### config.mk
export PLATFORM = sky130hd
export DESIGN_NAME = lrsc_adapter
export DESIGN_NICKNAME = d
export VERILOG_FILES = /design/src/rtl/lrsc_pkg.sv /design/src/rtl/lrsc_adapter.sv /design/src/rtl/lrsc_read_ctrl.sv /design/src/rtl/lrsc_res_table.sv /design/src/rtl/lrsc_write_ctrl.sv
export SDC_FILE = /design/constraint.sdc
export NUM_CORES = 1
export LEC_CHECK = 0
export BUFFER_PORTS_ARGS = -buffer_cell sky130_fd_sc_hd__clkbuf_2
export CORE_UTILIZATION = 48
export DETAILED_ROUTE_END_ITERATION = 6
export GPL_TIMING_DRIVEN = 0
export HOLD_SLACK_MARGIN = 0.02
export PLACE_DENSITY = 0.82
export SLEW_MARGIN = 0
export SYNTH_ARGS = -nofsm -noshare
export SYNTH_HDL_FRONTEND = slang
export SYNTH_SLANG_ARGS = --single-unit
### constraint.sdc
create_clock -name clk_i -period 3.8 [get_ports clk_i]
set_input_delay 0.76 -clock clk_i [delete_from_list [all_inputs] [get_ports clk_i]]
set_output_delay 0.76 -clock clk_i [all_outputs]
set_load 0.01 [all_outputs]
### src/rtl/lrsc_pkg.sv
// Shared types for the LR/SC adapter. The exclusive window bounds are fixed here and must stay word aligned
package lrsc_pkg;

    localparam int ADDR_W   = 16;
    localparam int DATA_W   = 32;
    localparam int ID_W     = 2;
    localparam int N_IDS    = 4;
    localparam int WORD_LSB = 2;

    typedef logic [ADDR_W-1:0]          addr_t;
    typedef logic [ADDR_W-WORD_LSB-1:0] word_addr_t;
    typedef logic [DATA_W-1:0]          data_t;
    typedef logic [ID_W-1:0]            id_t;

    // Closed interval of byte addresses that support exclusive access
    localparam addr_t EXCL_BEGIN = 16'h1000;
    localparam addr_t EXCL_END   = 16'h1fff;

    typedef enum logic [1:0] {
        OKAY   = 2'b00,
        EXOKAY = 2'b01,
        SLVERR = 2'b10,
        DECERR = 2'b11
    } resp_e;

    typedef struct packed {
        addr_t addr;
        id_t   id;
        logic  lock;
    } ar_req_t;

    typedef struct packed {
        addr_t addr;
        id_t   id;
        logic  lock;
    } aw_req_t;

    typedef struct packed {
        data_t             data;
        logic [DATA_W/8-1:0] strb;
    } w_beat_t;

    typedef struct packed {
        data_t data;
        id_t   id;
        resp_e resp;
    } r_beat_t;

    typedef struct packed {
        id_t   id;
        resp_e resp;
    } b_beat_t;

    // Write that has been forwarded downstream and not yet answered
    typedef struct packed {
        logic       busy;
        word_addr_t addr;
    } wr_track_t;

    typedef enum logic [1:0] {
        AW_IDLE,
        AW_FWD,
        W_WAIT,
        B_WAIT
    } aw_state_e;

    function automatic logic in_excl_window(addr_t addr);
        return (addr >= EXCL_BEGIN) && (addr <= EXCL_END);
    endfunction

    function automatic word_addr_t word_of(addr_t addr);
        return addr[ADDR_W-1:WORD_LSB];
    endfunction

endpackage

### src/rtl/lrsc_adapter.sv
// Adds LR/SC exclusive access to a plain memory slave. Single beat only, one read and one write in flight
`timescale 1ns/1ns

module lrsc_adapter
    import lrsc_pkg::*;
(
    input  logic    clk_i,
    input  logic    rst_ni,

    // Master side
    input  ar_req_t slv_ar_i,
    input  logic    slv_ar_valid_i,
    output logic    slv_ar_ready_o,
    output r_beat_t slv_r_o,
    output logic    slv_r_valid_o,
    input  logic    slv_r_ready_i,
    input  aw_req_t slv_aw_i,
    input  logic    slv_aw_valid_i,
    output logic    slv_aw_ready_o,
    input  w_beat_t slv_w_i,
    input  logic    slv_w_valid_i,
    output logic    slv_w_ready_o,
    output b_beat_t slv_b_o,
    output logic    slv_b_valid_o,
    input  logic    slv_b_ready_i,

    // Slave side
    output ar_req_t mst_ar_o,
    output logic    mst_ar_valid_o,
    input  logic    mst_ar_ready_i,
    input  r_beat_t mst_r_i,
    input  logic    mst_r_valid_i,
    output logic    mst_r_ready_o,
    output aw_req_t mst_aw_o,
    output logic    mst_aw_valid_o,
    input  logic    mst_aw_ready_i,
    output w_beat_t mst_w_o,
    output logic    mst_w_valid_o,
    input  logic    mst_w_ready_i,
    input  b_beat_t mst_b_i,
    input  logic    mst_b_valid_i,
    output logic    mst_b_ready_o
);

    logic       res_set;
    word_addr_t res_set_addr;
    id_t        res_set_id;
    word_addr_t chk_addr;
    id_t        chk_id;
    logic       chk_match;
    logic       clr;
    word_addr_t clr_addr;
    wr_track_t  wr_track;

    lrsc_res_table u_res_table (
        .clk_i       (clk_i),
        .rst_ni      (rst_ni),
        .set_i       (res_set),
        .set_addr_i  (res_set_addr),
        .set_id_i    (res_set_id),
        .chk_addr_i  (chk_addr),
        .chk_id_i    (chk_id),
        .chk_match_o (chk_match),
        .clr_i       (clr),
        .clr_addr_i  (clr_addr)
    );

    lrsc_read_ctrl u_read_ctrl (
        .clk_i          (clk_i),
        .rst_ni         (rst_ni),
        .slv_ar_i       (slv_ar_i),
        .slv_ar_valid_i (slv_ar_valid_i),
        .slv_ar_ready_o (slv_ar_ready_o),
        .mst_ar_o       (mst_ar_o),
        .mst_ar_valid_o (mst_ar_valid_o),
        .mst_ar_ready_i (mst_ar_ready_i),
        .mst_r_i        (mst_r_i),
        .mst_r_valid_i  (mst_r_valid_i),
        .mst_r_ready_o  (mst_r_ready_o),
        .slv_r_o        (slv_r_o),
        .slv_r_valid_o  (slv_r_valid_o),
        .slv_r_ready_i  (slv_r_ready_i),
        .wr_track_i     (wr_track),
        .res_set_o      (res_set),
        .res_set_addr_o (res_set_addr),
        .res_set_id_o   (res_set_id)
    );

    lrsc_write_ctrl u_write_ctrl (
        .clk_i          (clk_i),
        .rst_ni         (rst_ni),
        .slv_aw_i       (slv_aw_i),
        .slv_aw_valid_i (slv_aw_valid_i),
        .slv_aw_ready_o (slv_aw_ready_o),
        .slv_w_i        (slv_w_i),
        .slv_w_valid_i  (slv_w_valid_i),
        .slv_w_ready_o  (slv_w_ready_o),
        .slv_b_o        (slv_b_o),
        .slv_b_valid_o  (slv_b_valid_o),
        .slv_b_ready_i  (slv_b_ready_i),
        .mst_aw_o       (mst_aw_o),
        .mst_aw_valid_o (mst_aw_valid_o),
        .mst_aw_ready_i (mst_aw_ready_i),
        .mst_w_o        (mst_w_o),
        .mst_w_valid_o  (mst_w_valid_o),
        .mst_w_ready_i  (mst_w_ready_i),
        .mst_b_i        (mst_b_i),
        .mst_b_valid_i  (mst_b_valid_i),
        .mst_b_ready_o  (mst_b_ready_o),
        .slv_ar_i       (slv_ar_i),
        .slv_ar_valid_i (slv_ar_valid_i),
        .chk_addr_o     (chk_addr),
        .chk_id_o       (chk_id),
        .chk_match_i    (chk_match),
        .clr_o          (clr),
        .clr_addr_o     (clr_addr),
        .wr_track_o     (wr_track)
    );

endmodule

### src/rtl/lrsc_read_ctrl.sv
// One read in flight at a time. Exclusive reads count only inside the window and are single beat
`timescale 1ns/1ns

module lrsc_read_ctrl
    import lrsc_pkg::*;
(
    input  logic       clk_i,
    input  logic       rst_ni,

    input  ar_req_t    slv_ar_i,
    input  logic       slv_ar_valid_i,
    output logic       slv_ar_ready_o,

    output ar_req_t    mst_ar_o,
    output logic       mst_ar_valid_o,
    input  logic       mst_ar_ready_i,

    input  r_beat_t    mst_r_i,
    input  logic       mst_r_valid_i,
    output logic       mst_r_ready_o,

    output r_beat_t    slv_r_o,
    output logic       slv_r_valid_o,
    input  logic       slv_r_ready_i,

    input  wr_track_t  wr_track_i,

    output logic       res_set_o,
    output word_addr_t res_set_addr_o,
    output id_t        res_set_id_o
);

    logic rd_busy_q;
    logic rd_excl_q;
    logic ar_excl;
    logic ar_fire;
    logic r_fire;
    logic wr_same_word;

    assign ar_excl = slv_ar_i.lock && in_excl_window(slv_ar_i.addr);

    // Downstream slave never sees the lock bit
    assign mst_ar_o       = '{addr: slv_ar_i.addr, id: slv_ar_i.id, lock: 1'b0};
    assign mst_ar_valid_o = slv_ar_valid_i && !rd_busy_q;
    assign slv_ar_ready_o = mst_ar_ready_i && !rd_busy_q;
    assign ar_fire        = mst_ar_valid_o && mst_ar_ready_i;

    // No reservation while a write to the same word is still on its way
    assign wr_same_word   = wr_track_i.busy && (wr_track_i.addr == word_of(slv_ar_i.addr));
    assign res_set_o      = ar_fire && ar_excl && !wr_same_word;
    assign res_set_addr_o = word_of(slv_ar_i.addr);
    assign res_set_id_o   = slv_ar_i.id;

    assign slv_r_valid_o = mst_r_valid_i && rd_busy_q;
    assign mst_r_ready_o = slv_r_ready_i && rd_busy_q;
    assign r_fire        = slv_r_valid_o && slv_r_ready_i;

    always_comb begin
        slv_r_o = mst_r_i;
        // Error responses pass unchanged
        if (!mst_r_i.resp[1]) begin
            slv_r_o.resp = rd_excl_q ? EXOKAY : OKAY;
        end
    end

    always_ff @(posedge clk_i or negedge rst_ni) begin
        if (!rst_ni) begin
            rd_busy_q <= 1'b0;
            rd_excl_q <= 1'b0;
        end else if (ar_fire) begin
            rd_busy_q <= 1'b1;
            rd_excl_q <= ar_excl;
        end else if (r_fire) begin
            rd_busy_q <= 1'b0;
        end
    end

endmodule

### src/rtl/lrsc_res_table.sv
// One reservation per ID. A set and a clear of the same word in one cycle leave the word unreserved
`timescale 1ns/1ns

module lrsc_res_table
    import lrsc_pkg::*;
(
    input  logic       clk_i,
    input  logic       rst_ni,

    // Set from the read side
    input  logic       set_i,
    input  word_addr_t set_addr_i,
    input  id_t        set_id_i,

    // Check from the write side
    input  word_addr_t chk_addr_i,
    input  id_t        chk_id_i,
    output logic       chk_match_o,

    // Clear of every entry on one word
    input  logic       clr_i,
    input  word_addr_t clr_addr_i
);

    logic [N_IDS-1:0] valid_q;
    logic [N_IDS-1:0] valid_d;
    word_addr_t       addr_q [N_IDS];

    always_comb begin
        valid_d = valid_q;
        for (int i = 0; i < N_IDS; i++) begin
            if (clr_i && (addr_q[i] == clr_addr_i)) begin
                valid_d[i] = 1'b0;
            end
            // A new reservation is dead on arrival if its word is cleared now
            if (set_i && (set_id_i == id_t'(i))) begin
                valid_d[i] = !(clr_i && (clr_addr_i == set_addr_i));
            end
        end
    end

    always_ff @(posedge clk_i or negedge rst_ni) begin
        if (!rst_ni) begin
            valid_q <= '0;
        end else begin
            valid_q <= valid_d;
        end
    end

    always_ff @(posedge clk_i) begin
        if (set_i) begin
            addr_q[set_id_i] <= set_addr_i;
        end
    end

    assign chk_match_o = valid_q[chk_id_i] && (addr_q[chk_id_i] == chk_addr_i);

endmodule

### src/rtl/lrsc_write_ctrl.sv
// One write in flight at a time. An exclusive write without a reservation is dropped and answered OKAY
`timescale 1ns/1ns

module lrsc_write_ctrl
    import lrsc_pkg::*;
(
    input  logic       clk_i,
    input  logic       rst_ni,

    input  aw_req_t    slv_aw_i,
    input  logic       slv_aw_valid_i,
    output logic       slv_aw_ready_o,

    input  w_beat_t    slv_w_i,
    input  logic       slv_w_valid_i,
    output logic       slv_w_ready_o,

    output b_beat_t    slv_b_o,
    output logic       slv_b_valid_o,
    input  logic       slv_b_ready_i,

    output aw_req_t    mst_aw_o,
    output logic       mst_aw_valid_o,
    input  logic       mst_aw_ready_i,

    output w_beat_t    mst_w_o,
    output logic       mst_w_valid_o,
    input  logic       mst_w_ready_i,

    input  b_beat_t    mst_b_i,
    input  logic       mst_b_valid_i,
    output logic       mst_b_ready_o,

    // Pending read request of the master
    input  ar_req_t    slv_ar_i,
    input  logic       slv_ar_valid_i,

    output word_addr_t chk_addr_o,
    output id_t        chk_id_o,
    input  logic       chk_match_i,

    output logic       clr_o,
    output word_addr_t clr_addr_o,

    output wr_track_t  wr_track_o
);

    aw_state_e  state_q;
    aw_state_e  state_d;
    logic       fwd_q;
    logic       excl_q;
    id_t        id_q;
    word_addr_t waddr_q;

    word_addr_t aw_word;
    logic       aw_in_win;
    logic       aw_excl;
    logic       aw_fwd;
    logic       ar_conflict;
    logic       capture;

    assign aw_word   = word_of(slv_aw_i.addr);
    assign aw_in_win = in_excl_window(slv_aw_i.addr);
    assign aw_excl   = slv_aw_i.lock && aw_in_win;
    // Plain writes always go through, exclusive ones only with a reservation
    assign aw_fwd    = !aw_excl || chk_match_i;

    // Exclusive read waiting on the same word goes first
    assign ar_conflict = aw_in_win && slv_ar_valid_i && slv_ar_i.lock
                         && (word_of(slv_ar_i.addr) == aw_word);

    assign chk_addr_o = aw_word;
    assign chk_id_o   = slv_aw_i.id;

    assign mst_aw_o = '{addr: slv_aw_i.addr, id: slv_aw_i.id, lock: 1'b0};
    assign mst_w_o  = slv_w_i;

    // Every in-window write that reaches the slave kills the reservations on its word
    assign clr_o      = mst_aw_valid_o && mst_aw_ready_i && aw_in_win;
    assign clr_addr_o = aw_word;

    assign wr_track_o = '{busy: fwd_q && (state_q != AW_IDLE), addr: waddr_q};

    always_comb begin
        state_d        = state_q;
        capture        = 1'b0;
        slv_aw_ready_o = 1'b0;
        mst_aw_valid_o = 1'b0;
        slv_w_ready_o  = 1'b0;
        mst_w_valid_o  = 1'b0;
        mst_b_ready_o  = 1'b0;
        slv_b_valid_o  = 1'b0;
        slv_b_o        = mst_b_i;

        unique case (state_q)
            AW_IDLE: begin
                if (slv_aw_valid_i && !ar_conflict) begin
                    capture = 1'b1;
                    if (aw_fwd) begin
                        mst_aw_valid_o = 1'b1;
                        slv_aw_ready_o = mst_aw_ready_i;
                        state_d        = mst_aw_ready_i ? W_WAIT : AW_FWD;
                    end else begin
                        // Drop the AW right away
                        slv_aw_ready_o = 1'b1;
                        state_d        = W_WAIT;
                    end
                end
            end

            AW_FWD: begin
                // Decision is taken, just wait for the slave
                mst_aw_valid_o = slv_aw_valid_i;
                slv_aw_ready_o = mst_aw_ready_i;
                if (slv_aw_valid_i && mst_aw_ready_i) begin
                    state_d = W_WAIT;
                end
            end

            W_WAIT: begin
                if (fwd_q) begin
                    mst_w_valid_o = slv_w_valid_i;
                    slv_w_ready_o = mst_w_ready_i;
                    if (slv_w_valid_i && mst_w_ready_i) begin
                        state_d = B_WAIT;
                    end
                end else begin
                    slv_w_ready_o = 1'b1;
                    if (slv_w_valid_i) begin
                        state_d = B_WAIT;
                    end
                end
            end

            B_WAIT: begin
                if (fwd_q) begin
                    slv_b_valid_o = mst_b_valid_i;
                    mst_b_ready_o = slv_b_ready_i;
                    if (!mst_b_i.resp[1]) begin
                        slv_b_o.resp = excl_q ? EXOKAY : OKAY;
                    end
                    if (mst_b_valid_i && slv_b_ready_i) begin
                        state_d = AW_IDLE;
                    end
                end else begin
                    // Injected response for the dropped write
                    slv_b_valid_o = 1'b1;
                    slv_b_o       = '{id: id_q, resp: OKAY};
                    if (slv_b_ready_i) begin
                        state_d = AW_IDLE;
                    end
                end
            end

            default: begin
                state_d = AW_IDLE;
            end
        endcase
    end

    always_ff @(posedge clk_i or negedge rst_ni) begin
        if (!rst_ni) begin
            state_q <= AW_IDLE;
            fwd_q   <= 1'b0;
            excl_q  <= 1'b0;
        end else begin
            state_q <= state_d;
            if (capture) begin
                fwd_q  <= aw_fwd;
                excl_q <= aw_excl && chk_match_i;
            end
        end
    end

    always_ff @(posedge clk_i) begin
        if (capture) begin
            id_q    <= slv_aw_i.id;
            waddr_q <= aw_word;
        end
    end

endmodule

Yosys cells after proc, flatten, opt, wreduce, memory -nomap -nowiden
Memory sizes are Yosys's and may differ from the RTL's.
Cells that the tools add are included.
{ "word_totals": {"regBits": 26, "ram_bits": 56, "in_bits": 126, "output_inout_bits": 124, "wordCells": 134, "memories": 1} }
{ "memory_table": {"columns": ["name", "depth", "word_bits", "rd", "rd_ports_with_merged_regs", "wr", "line", "source"], "rows": [
  ["u_res_table.addr_q", 4, 14, 5, 0, 1, "lrsc_res_table.sv:27", "word_addr_t addr_q [N_IDS];"]
]} }
{ "classes": {"order_cmp": 5, "eq_ne": 20, "mux": 48, "reduce_logical": 49} }
{ "op_table": {"columns": ["op", "count"], "rows": [
  ["equality test 14 bit", 8],
  ["logical AND 1 bit", 34],
  [">= comparator 16 x 13 -> 1 bit (second input constant)", 2],
  ["<= comparator 16 x 13 -> 1 bit (second input constant)", 2],
  ["two-way mux 1 bit", 29],
  ["two-way mux 2 bit", 14],
  ["nonzero test 2 bit", 6],
  ["equality test 2 bit (second input constant)", 4],
  ["case mux 2 bit (4 select lines)", 1],
  ["inequality test 3 x 2 -> 1 bit (second input constant)", 2],
  ["inequality test 3 bit (second input constant)", 2],
  ["AND reduction 6 bit", 1],
  ["zero test 1 bit", 5],
  ["equality test 2 x 1 -> 1 bit (second input constant)", 2],
  ["zero test 2 bit", 2],
  ["two-way mux 4 bit", 1],
  ["inequality test 2 x 1 -> 1 bit (second input constant)", 2],
  ["case mux 1 bit (2 select lines)", 2],
  ["< comparator 2 x 3 -> 1 bit (second input constant)", 1],
  ["binary-select mux 1 bit (select 2 bit)", 1],
  ["logical OR 1 bit", 1]
]} }

Depth between registers and ports, before layout
Gate-level depths: netlist of run 1.
{ "depth": {"ltp_word": 14, "ltp_mapped": 10, "depth_no_buf": 8} }

By module
Synthesis of run 1 repeated with hierarchy kept, for this count alone.
{ "unflattened": {"hier_cells": 515, "hier_area_um2": 5905.7} }
{ "by_module_without_submodules": {"columns": ["mod", "instances", "cells_per_inst", "area_per_inst_um2", "seq_area_each_um2"], "rows": [
  ["lrsc_res_table", 1, 232, 3290.7, 1781.7],
  ["lrsc_write_ctrl", 1, 177, 1774.2, 580.6],
  ["lrsc_read_ctrl", 1, 106, 840.8, 50.0]
]} }

Worst setup path after synthesis of run 1
OpenSTA, ideal clock, no wires.
{ "synth_timing": {"path_kind": "input to output", "startpoint": "input slv_aw_i[12] (netlist bit)", "endpoint": "output slv_aw_ready_o", "arrival_time_ps": 2815, "required_time_ps": 3040, "setup_slack_ps": 225, "path_stages": 9, "n_path_buf": 2, "cell_sequence": "clkbuf_1 -> xor2_1 -> nor4_1 -> nand4_1 -> or2_2 -> and3_1 -> clkbuf_1 -> o21ai_0 -> nand2_1"} }
{ "synth_via": {"elab_chain_cells": 9, "elab_cells_between_ends": 17, "classes_between": "order compare (2); eq/ne (2); mux (3); reduce/logical (10)"} }
{ "synth_lines": {"columns": ["element", "line", "source"], "rows": [
  ["from (decl)", "lrsc_adapter.sv:17", "input aw_req_t slv_aw_i,"],
  [">= comparator 16 x 13 -> 1 bit / <= comparator 16 x 13 -> 1 bit (equally long branches)", "lrsc_pkg.sv:68", "return (addr >= EXCL_BEGIN) && (addr <= EXCL_END);"],
  ["logical AND 1 bit", "lrsc_pkg.sv:68", null],
  ["logical AND 1 bit (2 in a row)", "lrsc_write_ctrl.sv:69", "assign ar_conflict = aw_in_win && slv_ar_valid_i && slv_ar_i.lock"],
  ["logical AND 1 bit", "lrsc_write_ctrl.sv:70", "&& (word_of(slv_ar_i.addr) == aw_word);"],
  ["zero test 1 bit", "lrsc_write_ctrl.sv:97", "if (slv_aw_valid_i && !ar_conflict) begin"],
  ["logical AND 1 bit", "lrsc_write_ctrl.sv:97", null],
  ["two-way mux 1 bit (*)", "lrsc_write_ctrl.sv:97", null],
  ["case mux 1 bit (2 select lines) (*)", "lrsc_write_ctrl.sv:95", "unique case (state_q)"],
  ["to (decl)", "lrsc_adapter.sv:19", "output logic slv_aw_ready_o,"]
]} }
Mark *: on every way between the ends. The rest lies on a longest branch, timed or not.

Final worst setup path of run 1
{ "layout_timing": {"startpoint": "input slv_aw_i[15] (netlist bit)", "endpoint": "output slv_aw_ready_o"} }
Same word-level chain as after synthesis.

==> results of run 1 <==
per-layer routing:
metal  up-vias  share of wire  global-route usage
li1       1906              -                   -
met1      1981           0.40               0.353
met2       232           0.50               0.463
met3        31          0.081              0.0636
met4         0          0.022              0.0783
met5         -              0                   0
what timing repair did:
action,in CTS,in global routing
resized for setup,5,4
hold buffers,0,0
pin swaps,0,1
setup buffers,0,0
setup endpoints to repair,2,2
cell usage after synthesis (all sizes together), types with 2 or more instances:
cell type,count
a21o,2
a21oi,12
a31oi,2
and2,7
and3,3
buf,120
clkbuf,9
dfrtp,10
edfxtp,72
ha,4
inv,13
mux2,3
mux2i,9
mux4,8
nand2,15
nand2b,5
nand3,6
nand4,14
nor2,9
nor2b,2
nor3,2
nor4,15
nor4b,2
o211ai,4
o21ai,6
o22ai,7
o31ai,2
or3,4
xnor2,31
xor2,68
cell families after synthesis:
| family | after synthesis |
|---|---|
| buffers and inverters | 142 |
| XOR/XNOR | 99 |
| flip-flops | 82 |
| AO/OA/AOI/OAI | 38 |
| multiplexers | 20 |
| other | 1 |
| adder cells (fa/ha/maj) | 4 |
| AND/OR/NAND/NOR | 89 |
stage by stage:
| step | hold WS (ns) | total power, mW |
|---|---|---|
| 2_1_floorplan | 0.456 | 1.49 |
| 3_3_place_gp | 0.475 | 1.71 |
| 3_5_place_dp | 0.478 | 1.73 |
| 4_1_cts | 0.263 | 2.28 |
| 5_1_grt | 0.268 | 2.38 |
| 6_report | 0.264 | 2.28 |
sequential cells by signal, summed over array words and instances (netlist names):
name                   cells
u_res_table.valid_q        4
u_write_ctrl.state_q       2
u_write_ctrl.excl_q        1
u_read_ctrl.rd_busy_q      1
u_write_ctrl.fwd_q         1
u_read_ctrl.rd_excl_q      1
u_res_table.addr_q        56
u_write_ctrl.id_q          2
u_write_ctrl.waddr_q      14
cell usage in the layout (no fill, tap or decap), drive strengths merged, types with 2 or more instances in the layout:
cell type,netlist,routed
ha,4,4
nor4,15,15
conb,1,2
nand2,15,15
and3,3,3
nor4b,2,2
nor3,2,2
o22ai,7,7
nand2b,5,5
clkinvlp,0,2
and2,7,7
nor2b,2,2
xnor2,31,31
nand3,6,6
dfrtp,10,10
nor2,9,9
xor2,68,68
inv,13,14
a21o,2,2
a31oi,2,2
o31ai,2,2
o211ai,4,4
a21oi,12,12
clkinv,0,4
clkbuf,9,185
or3,4,4
buf,120,120
mux2,3,3
edfxtp,72,72
mux4,8,8
nand4,14,14
mux2i,9,9
o21ai,6,6
worst register-to-register path, stage by stage (launching register included):
cell and delay, ns:
sky130_fd_sc_hd__dfrtp_1 0.41, sky130_fd_sc_hd__inv_1 0.08, sky130_fd_sc_hd__ha_1 0.28, sky130_fd_sc_hd__nand3b_1 0.20
sky130_fd_sc_hd__nor4_1 0.61, sky130_fd_sc_hd__a21oi_1 0.20, sky130_fd_sc_hd__nand3_1 0.20, sky130_fd_sc_hd__inv_1 0.33
power by group:
group          switching, mW  total (mW)  internal, mW
combinational          0.352       0.657         0.304
sequential            0.0291        1.07          1.04
clock                  0.328       0.563         0.235
total                  0.710        2.28          1.58
path summary, 6_finish.rpt:
path / end / slack [ns] / cells after the start / startpoint
min reg2reg: u_write_ctrl.excl_q / 0.49 / 2 / u_write_ctrl.excl_q
min: u_read_ctrl.rd_busy_q / 0.26 / 1 / rst_ni
min in group clk_i: u_write_ctrl.excl_q / 0.49 / 2 / u_write_ctrl.excl_q
max reg2reg: u_res_table.addr_q[3][1] / 1.12 / 7 / u_write_ctrl.state_q[0]
max in group asynchronous: u_write_ctrl.fwd_q / 3.30 / 1 / rst_ni
max: slv_aw_ready_o / 0.16 / 10 / slv_aw_i[15]
layout make-up:
class	instances	area [um2]
multi-input cells	252	2040
flip-flops and latches	82	2410
plain buffers	123	906
fillers	890	4270
clock buffers	9	124
clock inverters	7	45.0
inverters	13	48.8
repair buffers	173	866
well taps	140	175
==> results.py, run 1 <==
metrics = {
    "final_layout": {
        "n_antenna_cell": 0,
        "fin_nets": 784,
        "final_standard_cell_utilization_of_the_core": 0.608,
        "finalNonFillerCells": 799,
        "post_route_cells_drive_above_1_share": 0.499,
        "final_instance_area_mm2": 0.00662,
        "synthToLayoutAreaGrowth_pct": 22.9,
    },
    "setup_path": {
        "path_cells": "clkbuf_2 -> buf_2 -> xor2_1 -> nor4_2 -> nand4_1 -> or2_2 -> and3_4 -> o21ai_0 -> nand2_1 -> clkbuf_2",
        "cp_num_buf_inv": 3,
        "critical_path.slowest_cell": "sky130_fd_sc_hd__nor4_2",
        "worst_setup_path_category": "input pin to output port",
        "crit_path_max_incr_delay_ns": 0.41,
        "critical_path.startpoint_type": "input pin",
        "crit_path_max_fanout": 22,
        "cp.required_ns": 3.04,
        "end_kind": "output port",
        "timing.critical_path.arrival_ns": 2.88,
        "path_delay_family": "simple AND/OR/NAND/NOR gates",
        "most_common_cell_on_crit_path": "sky130_fd_sc_hd__clkbuf_2",
    },
    "clock_network": {
        "clk-insertion-delay-late_ns": 0.36,
        "cts.htree.levels": 3,
        "clock_path_buffers": 2,
        "cts.sinks": 82,
        "tritoncts": "done",
        "cts.reportedPaths.clkPinSlew_ns": 0.09,
        "number_of_buffers_inserted_during_clock_tree_synthesis": 9,
        "cts_root_buf": "sky130_fd_sc_hd__clkbuf_8",
    },
    "hold_path": {
        "hold_crit_class": "input pin to async pin",
    },
    "floorplan": {
        "floorplan.initialDensity": 0.494,
        "boundaryPins": 250,
        "die_h_um": 108,
        "std_cell_rows": 38,
        "die_w_um": 108,
        "floorplan.core_area_mm2": 0.0109,
        "die-area_mm2": 0.0116,
    },
    "timing": {
        "final_max_slew_viol_count": 0,
        "setup-violations-final": 0,
        "tightest_slew_ns": 0.905,
        "fin_tns_setup_ns": 0,
        "slew_headroom": 0.391,
        "fin_crit_ns": 3.64,
        "final_hold_violation_count": 0,
        "achievable-frequency_ghz": 0.275,
        "clock-skew-final_ns": 0.0103,
        "timing.final.ws_setup_ns": 0.158,
        "rsz_0062_raised_after_global_routing": "false",
        "fin_crit_sh": 0.958,
    },
    "logic_synthesis": {
        "post_synth_and_or_nand_nor_area_fraction": 0.0964,
        "syn-mean-instance-area_um2": 11.3,
        "ys.flop_type": "sky130_fd_sc_hd__edfxtp_1",
        "synth_cell_type_count": 45,
        "netlist.area_leader.share": 0.402,
        "synth_top_family_by_area": "buffers and inverters",
        "multiplexer_share_of_the_synthesized_area": 0.0565,
        "synth-xor-area-share": 0.161,
        "asyncSetResetFlopFracSynth": 0.122,
        "ys_seq_area_frac": 0.448,
        "synth_compound_area_frac": 0.0465,
        "edff_count_synth": 72,
        "synth-adder-area-share": 0.00930,
        "yosys_register_bits": 82,
        "synthCells": 475,
        "netlist_top_cells_area": "sky130_fd_sc_hd__edfxtp_1, sky130_fd_sc_hd__buf_4, sky130_fd_sc_hd__xor2_1, sky130_fd_sc_hd__xnor2_1, sky130_fd_sc_hd__dfrtp_1",
        "synth_largest_area_cell": "sky130_fd_sc_hd__edfxtp_1",
        "post_synth_instance_area_mm2": 0.00538,
        "yosys_warnings": 0,
    },
    "drt": {
        "routed_wirelength_mm": 16.1,
        "wl_per_cell_um": 20.1,
        "detail-route-antenna-nets": 0,
        "via_count": 4150,
        "via_per_inst": 5.19,
        "drt-pass1-iter-count": 5,
        "drtIter0Drc": 308,
        "detail_route.drc_violations": 0,
    },
    "global_routing": {
        "grt_overflow": 0,
        "grt_start_max_net_pins": 23,
        "vias_in_the_first_global_route": 3906,
        "grt_antenna_before_repair": 0,
        "grt_first_pass_wirelength_mm": 22.7,
        "global_route.usage.total": 0.275,
    },
    "place": {
        "placement.io_buffers": 173,
        "number_of_placed_instances_taps_included": 789,
        "placement.cell_area_mm2": 0.00643,
        "detailed_place_hpwl_mm": 13.1,
        "dpl_worst_slack_ns": -0.898,
        "gp_congestion": 0.886,
    },
    "power_and_ir_drop": {
        "vdd_drop_max_mv": 0.227,
        "power-per-cell-area_mw_per_mm2": 345,
        "power.static_leakage_nw": 2.95,
    },
    "run_status": {
        "outcome": "completed",
    },
    "flow_run": {
        "maxCapViolCount": 0,
    },
}
Power figures use the tool's default switching activity.
==> run 2, diff against run 1 <==
CORE_UTILIZATION = 49   (was 48)
SYNTH_HIERARCHICAL = 1   (was unset)
==> run 2 against run 1 <==
The run now ends with design-rule violations left. Combinational power grew 20%. Via count increased by 11%. Worst setup slack worse by 0.097 ns. Critical path depth increased by 1. Clock skew decreased by 0.0021 ns. First-iteration DRC count grew 40%. Final area increased by 14%. Hold slack gained 0.049 ns. Global-route usage grew 1.3 points. Utilization grew 4.7 points.
==> results.py, run 2 <==
metrics = {
    "setup_path": {
        "cp_num_buf_inv": 4,
        "end_kind": "output port",
        "path_delay_family": "simple AND/OR/NAND/NOR gates",
        "crit_path_max_fanout": 6,
        "cp.required_ns": 3.04,
        "crit_path_max_incr_delay_ns": 0.37,
        "critical_path.startpoint_type": "input pin",
        "path_cells": "buf_2 -> buf_12 -> buf_12 -> mux4_2 -> xnor2_2 -> nand4_1 -> nor4_4 -> nor2_1 -> a41o_2 -> o21a_1 -> buf_2",
        "critical_path.slowest_cell": "sky130_fd_sc_hd__nor4_4",
        "timing.critical_path.arrival_ns": 2.98,
        "worst_setup_path_category": "input pin to output port",
    },
    "final_layout": {
        "final_layout_fill_cell_count": 860,
        "largest_register": "u_res_table/addr_q",
        "largest_registers_in_the_final_layout": "u_res_table/addr_q (56), u_write_ctrl/waddr_q (14), u_res_table/valid_q (4)",
        "final_instance_area_mm2": 0.00758,
        "layout.cells.most_common_list": "sky130_fd_sc_hd__buf_4, sky130_fd_sc_hd__clkbuf_2, sky130_fd_sc_hd__xnor2_1",
        "fin_nets": 848,
        "n_antenna_cell": 0,
        "largest_reg_flops": 56,
        "most_common_library_cell_in_the_layout_ignoring_fill_and_taps": "sky130_fd_sc_hd__buf_4",
        "post_route_cells_drive_above_1_share": 0.560,
        "synthToLayoutAreaGrowth_pct": 28.3,
    },
    "floorplan": {
        "boundaryPins": 250,
        "std_cell_rows": 39,
        "die-area_mm2": 0.0125,
        "floorplan.core_area_mm2": 0.0116,
        "floorplan.initialDensity": 0.511,
        "die_w_um": 112,
        "die_h_um": 112,
    },
    "run_status": {
        "outcome": "finished, violations left",
        "violations": "design-rule violations",
    },
    "timing": {
        "fin_crit_ns": 3.74,
        "fin_crit_sh": 0.984,
        "final_max_slew_viol_count": 0,
        "slew_headroom": 0.393,
        "fin_tns_setup_ns": 0,
        "hold_slack_final_ns": 0.313,
        "clock-skew-final_ns": 0.00828,
        "setup-violations-final": 0,
        "achievable-frequency_ghz": 0.267,
        "tightest_slew_ns": 0.910,
        "final_hold_violation_count": 0,
    },
    "logic_synthesis": {
        "synth.most_common_cell": "sky130_fd_sc_hd__buf_4",
        "synth.net_count": 645,
        "synthCells": 515,
        "netlist.area_leader.share": 0.366,
        "synth_largest_area_cell": "sky130_fd_sc_hd__edfxtp_1",
        "asyncSetResetFlopFracSynth": 0.122,
        "ys.flop_type": "sky130_fd_sc_hd__edfxtp_1",
        "yosys_register_bits": 82,
        "edff_count_synth": 72,
        "post_synth_instance_area_mm2": 0.00591,
        "syn-mean-instance-area_um2": 11.5,
        "netlist_top_cells_area": "sky130_fd_sc_hd__edfxtp_1, sky130_fd_sc_hd__buf_4, sky130_fd_sc_hd__xnor2_1, sky130_fd_sc_hd__dfrtp_1, sky130_fd_sc_hd__xor2_1",
        "synth_cell_type_count": 58,
        "yosys-top-cells-count": "sky130_fd_sc_hd__buf_4, sky130_fd_sc_hd__xnor2_1, sky130_fd_sc_hd__edfxtp_1, sky130_fd_sc_hd__xor2_1, sky130_fd_sc_hd__nand4_1",
        "yosys_warnings": 6,
        "ys_seq_area_frac": 0.408,
    },
    "clock_network": {
        "cts.htree.levels": 3,
        "cts.reportedPaths.clkPinSlew_ns": 0.06,
        "clk-insertion-delay-late_ns": 0.34,
        "ctsHoldBuffers": 0,
        "clock_path_buffers": 2,
        "number_of_buffers_inserted_during_clock_tree_synthesis": 9,
        "cts_root_buf": "sky130_fd_sc_hd__clkbuf_16",
        "cts.sinks": 82,
        "tritoncts": "done",
    },
    "place": {
        "placement.io_buffers": 171,
        "placement.cell_area_mm2": 0.00697,
        "detailed_place_hpwl_mm": 14.8,
        "gp_congestion": 0.940,
    },
    "power_and_ir_drop": {
        "power-per-cell-area_mw_per_mm2": 366,
        "vdd_drop_max_mv": 0.257,
        "power.static_leakage_nw": 3.35,
    },
    "drt": {
        "detail-route-antenna-nets": 0,
        "via_per_inst": 5.32,
        "detail_route.drc_violations": 21,
        "routed_wirelength_mm": 18.6,
        "wl_per_cell_um": 21.5,
        "via_count": 4608,
        "drt-pass1-iter-count": 7,
        "drtIter0Drc": 430,
    },
    "global_routing": {
        "grt_antenna_before_repair": 0,
        "grt_start_max_net_pins": 22,
        "global_route.usage.total": 0.288,
        "vias_in_the_first_global_route": 4494,
        "grt_first_pass_wirelength_mm": 26.1,
        "grt_overflow": 0,
    },
    "flow_run": {
        "maxCapViolCount": 0,
    },
    "hold_path": {
        "hold_crit_class": "input pin to async pin",
    },
}
## run 2: cell types whose count changed in the layout (fill, tap and decap cells not counted), sizes merged, moves of 5 or more
cell    before  now
nor4        15    8
a21oi       12    1
xnor2       31   77
buf        120  182
nand4       14   20
xor2        68   28
mux2i        9   14
o22ai        7    1
clkbuf     185  195
inv         14    6
## run 2: power breakdown
group	leakage, nW	internal [mW]	switching (mW)
sequential	0.777	1.03	0.0314
combinational	2.43	0.385	0.405
clock	0.146	0.575	0.345
## run 2: worst register-to-register path: stages, from the launching register on
cell,delay (ns)
sky130_fd_sc_hd__edfxtp_1,0.41
sky130_fd_sc_hd__mux4_2,0.53
sky130_fd_sc_hd__xor2_2,0.21
sky130_fd_sc_hd__a221oi_2,0.20
sky130_fd_sc_hd__o211ai_1,0.18
sky130_fd_sc_hd__nor4_4,0.21
sky130_fd_sc_hd__nor2_1,0.11
sky130_fd_sc_hd__buf_4,0.14
sky130_fd_sc_hd__buf_4,0.12
sky130_fd_sc_hd__buf_4,0.12
sky130_fd_sc_hd__buf_4,0.12
sky130_fd_sc_hd__buf_4,0.12
sky130_fd_sc_hd__buf_4,0.12
sky130_fd_sc_hd__buf_4,0.13
sky130_fd_sc_hd__buf_4,0.13
sky130_fd_sc_hd__buf_4,0.12
sky130_fd_sc_hd__nor3_2,0.19
sky130_fd_sc_hd__a211oi_1,0.12
## run 2: logic make-up after synthesis
group	synth area share
fa+ha+maj	0.00847
flops	0.408
simple gates	0.0909
mux	0.0797
other cells	0.00127
buf+inv	0.217
xor+xnor	0.156
compound gates	0.0383
## run 2: per-layer routing
metal,wire length (um),track usage
met4,551,0.123
met5,0,0
met1,7090,0.364
met3,1820,0.0599
met2,9150,0.477
## run 2: path summary, 6_finish.rpt
kind	from	slack, ns	cells past startpoint	endpoint
max	slv_aw_i[2]	0.06	11	slv_aw_ready_o
min	rst_ni	0.31	1	u_write_ctrl/excl_q
max reg2reg	u_res_table/addr_q[0][4]	0.40	17	u_write_ctrl/state_q[1]
min reg2reg	u_read_ctrl/rd_excl_q	0.47	2	u_read_ctrl/rd_excl_q
max in group asynchronous	rst_ni	3.23	1	u_write_ctrl/fwd_q
min in group clk_i	u_read_ctrl/rd_excl_q	0.47	2	u_read_ctrl/rd_excl_q
## run 2: layout make-up
type,count,area [um2],area share
Inverter,6,22.5,0.00297
Clock buffer,11,233,0.0307
Tap cell,143,179,0.0236
Multi-Input combinational cell,253,2280,0.301
Buffer,171,1270,0.167
Clock inverter,5,80.1,0.0106
Timing Repair Buffer,195,1110,0.146
Sequential cell,82,2410,0.318
## run 2: repair_timing
| item | 4_1_cts | 5_1_grt |
|---|---|---|
| endpoints found under the hold margin | 0 | 0 |
| pin swaps | 7 | 6 |
| setup endpoints to repair | 6 | 8 |
| gates resized for setup | 14 | 15 |
| setup buffers | 12 | 8 |
| cloned | 0 | 2 |
## run 2: per-stage QoR
step / power, mW / utilization / worst slack [ns] / std cells
after CTS: 2.75 / 0.643 / 0.000743 / 858
after global placement: 1.81 / 0.600 / -0.831 / 829
after floorplan: 1.57 / - / 0.196 / 515
final: 2.78 / 0.655 / 0.0615 / 866
after global routing: 2.87 / 0.655 / -0.0485 / 866
after detailed placement: 1.83 / 0.603 / -0.826 / 831
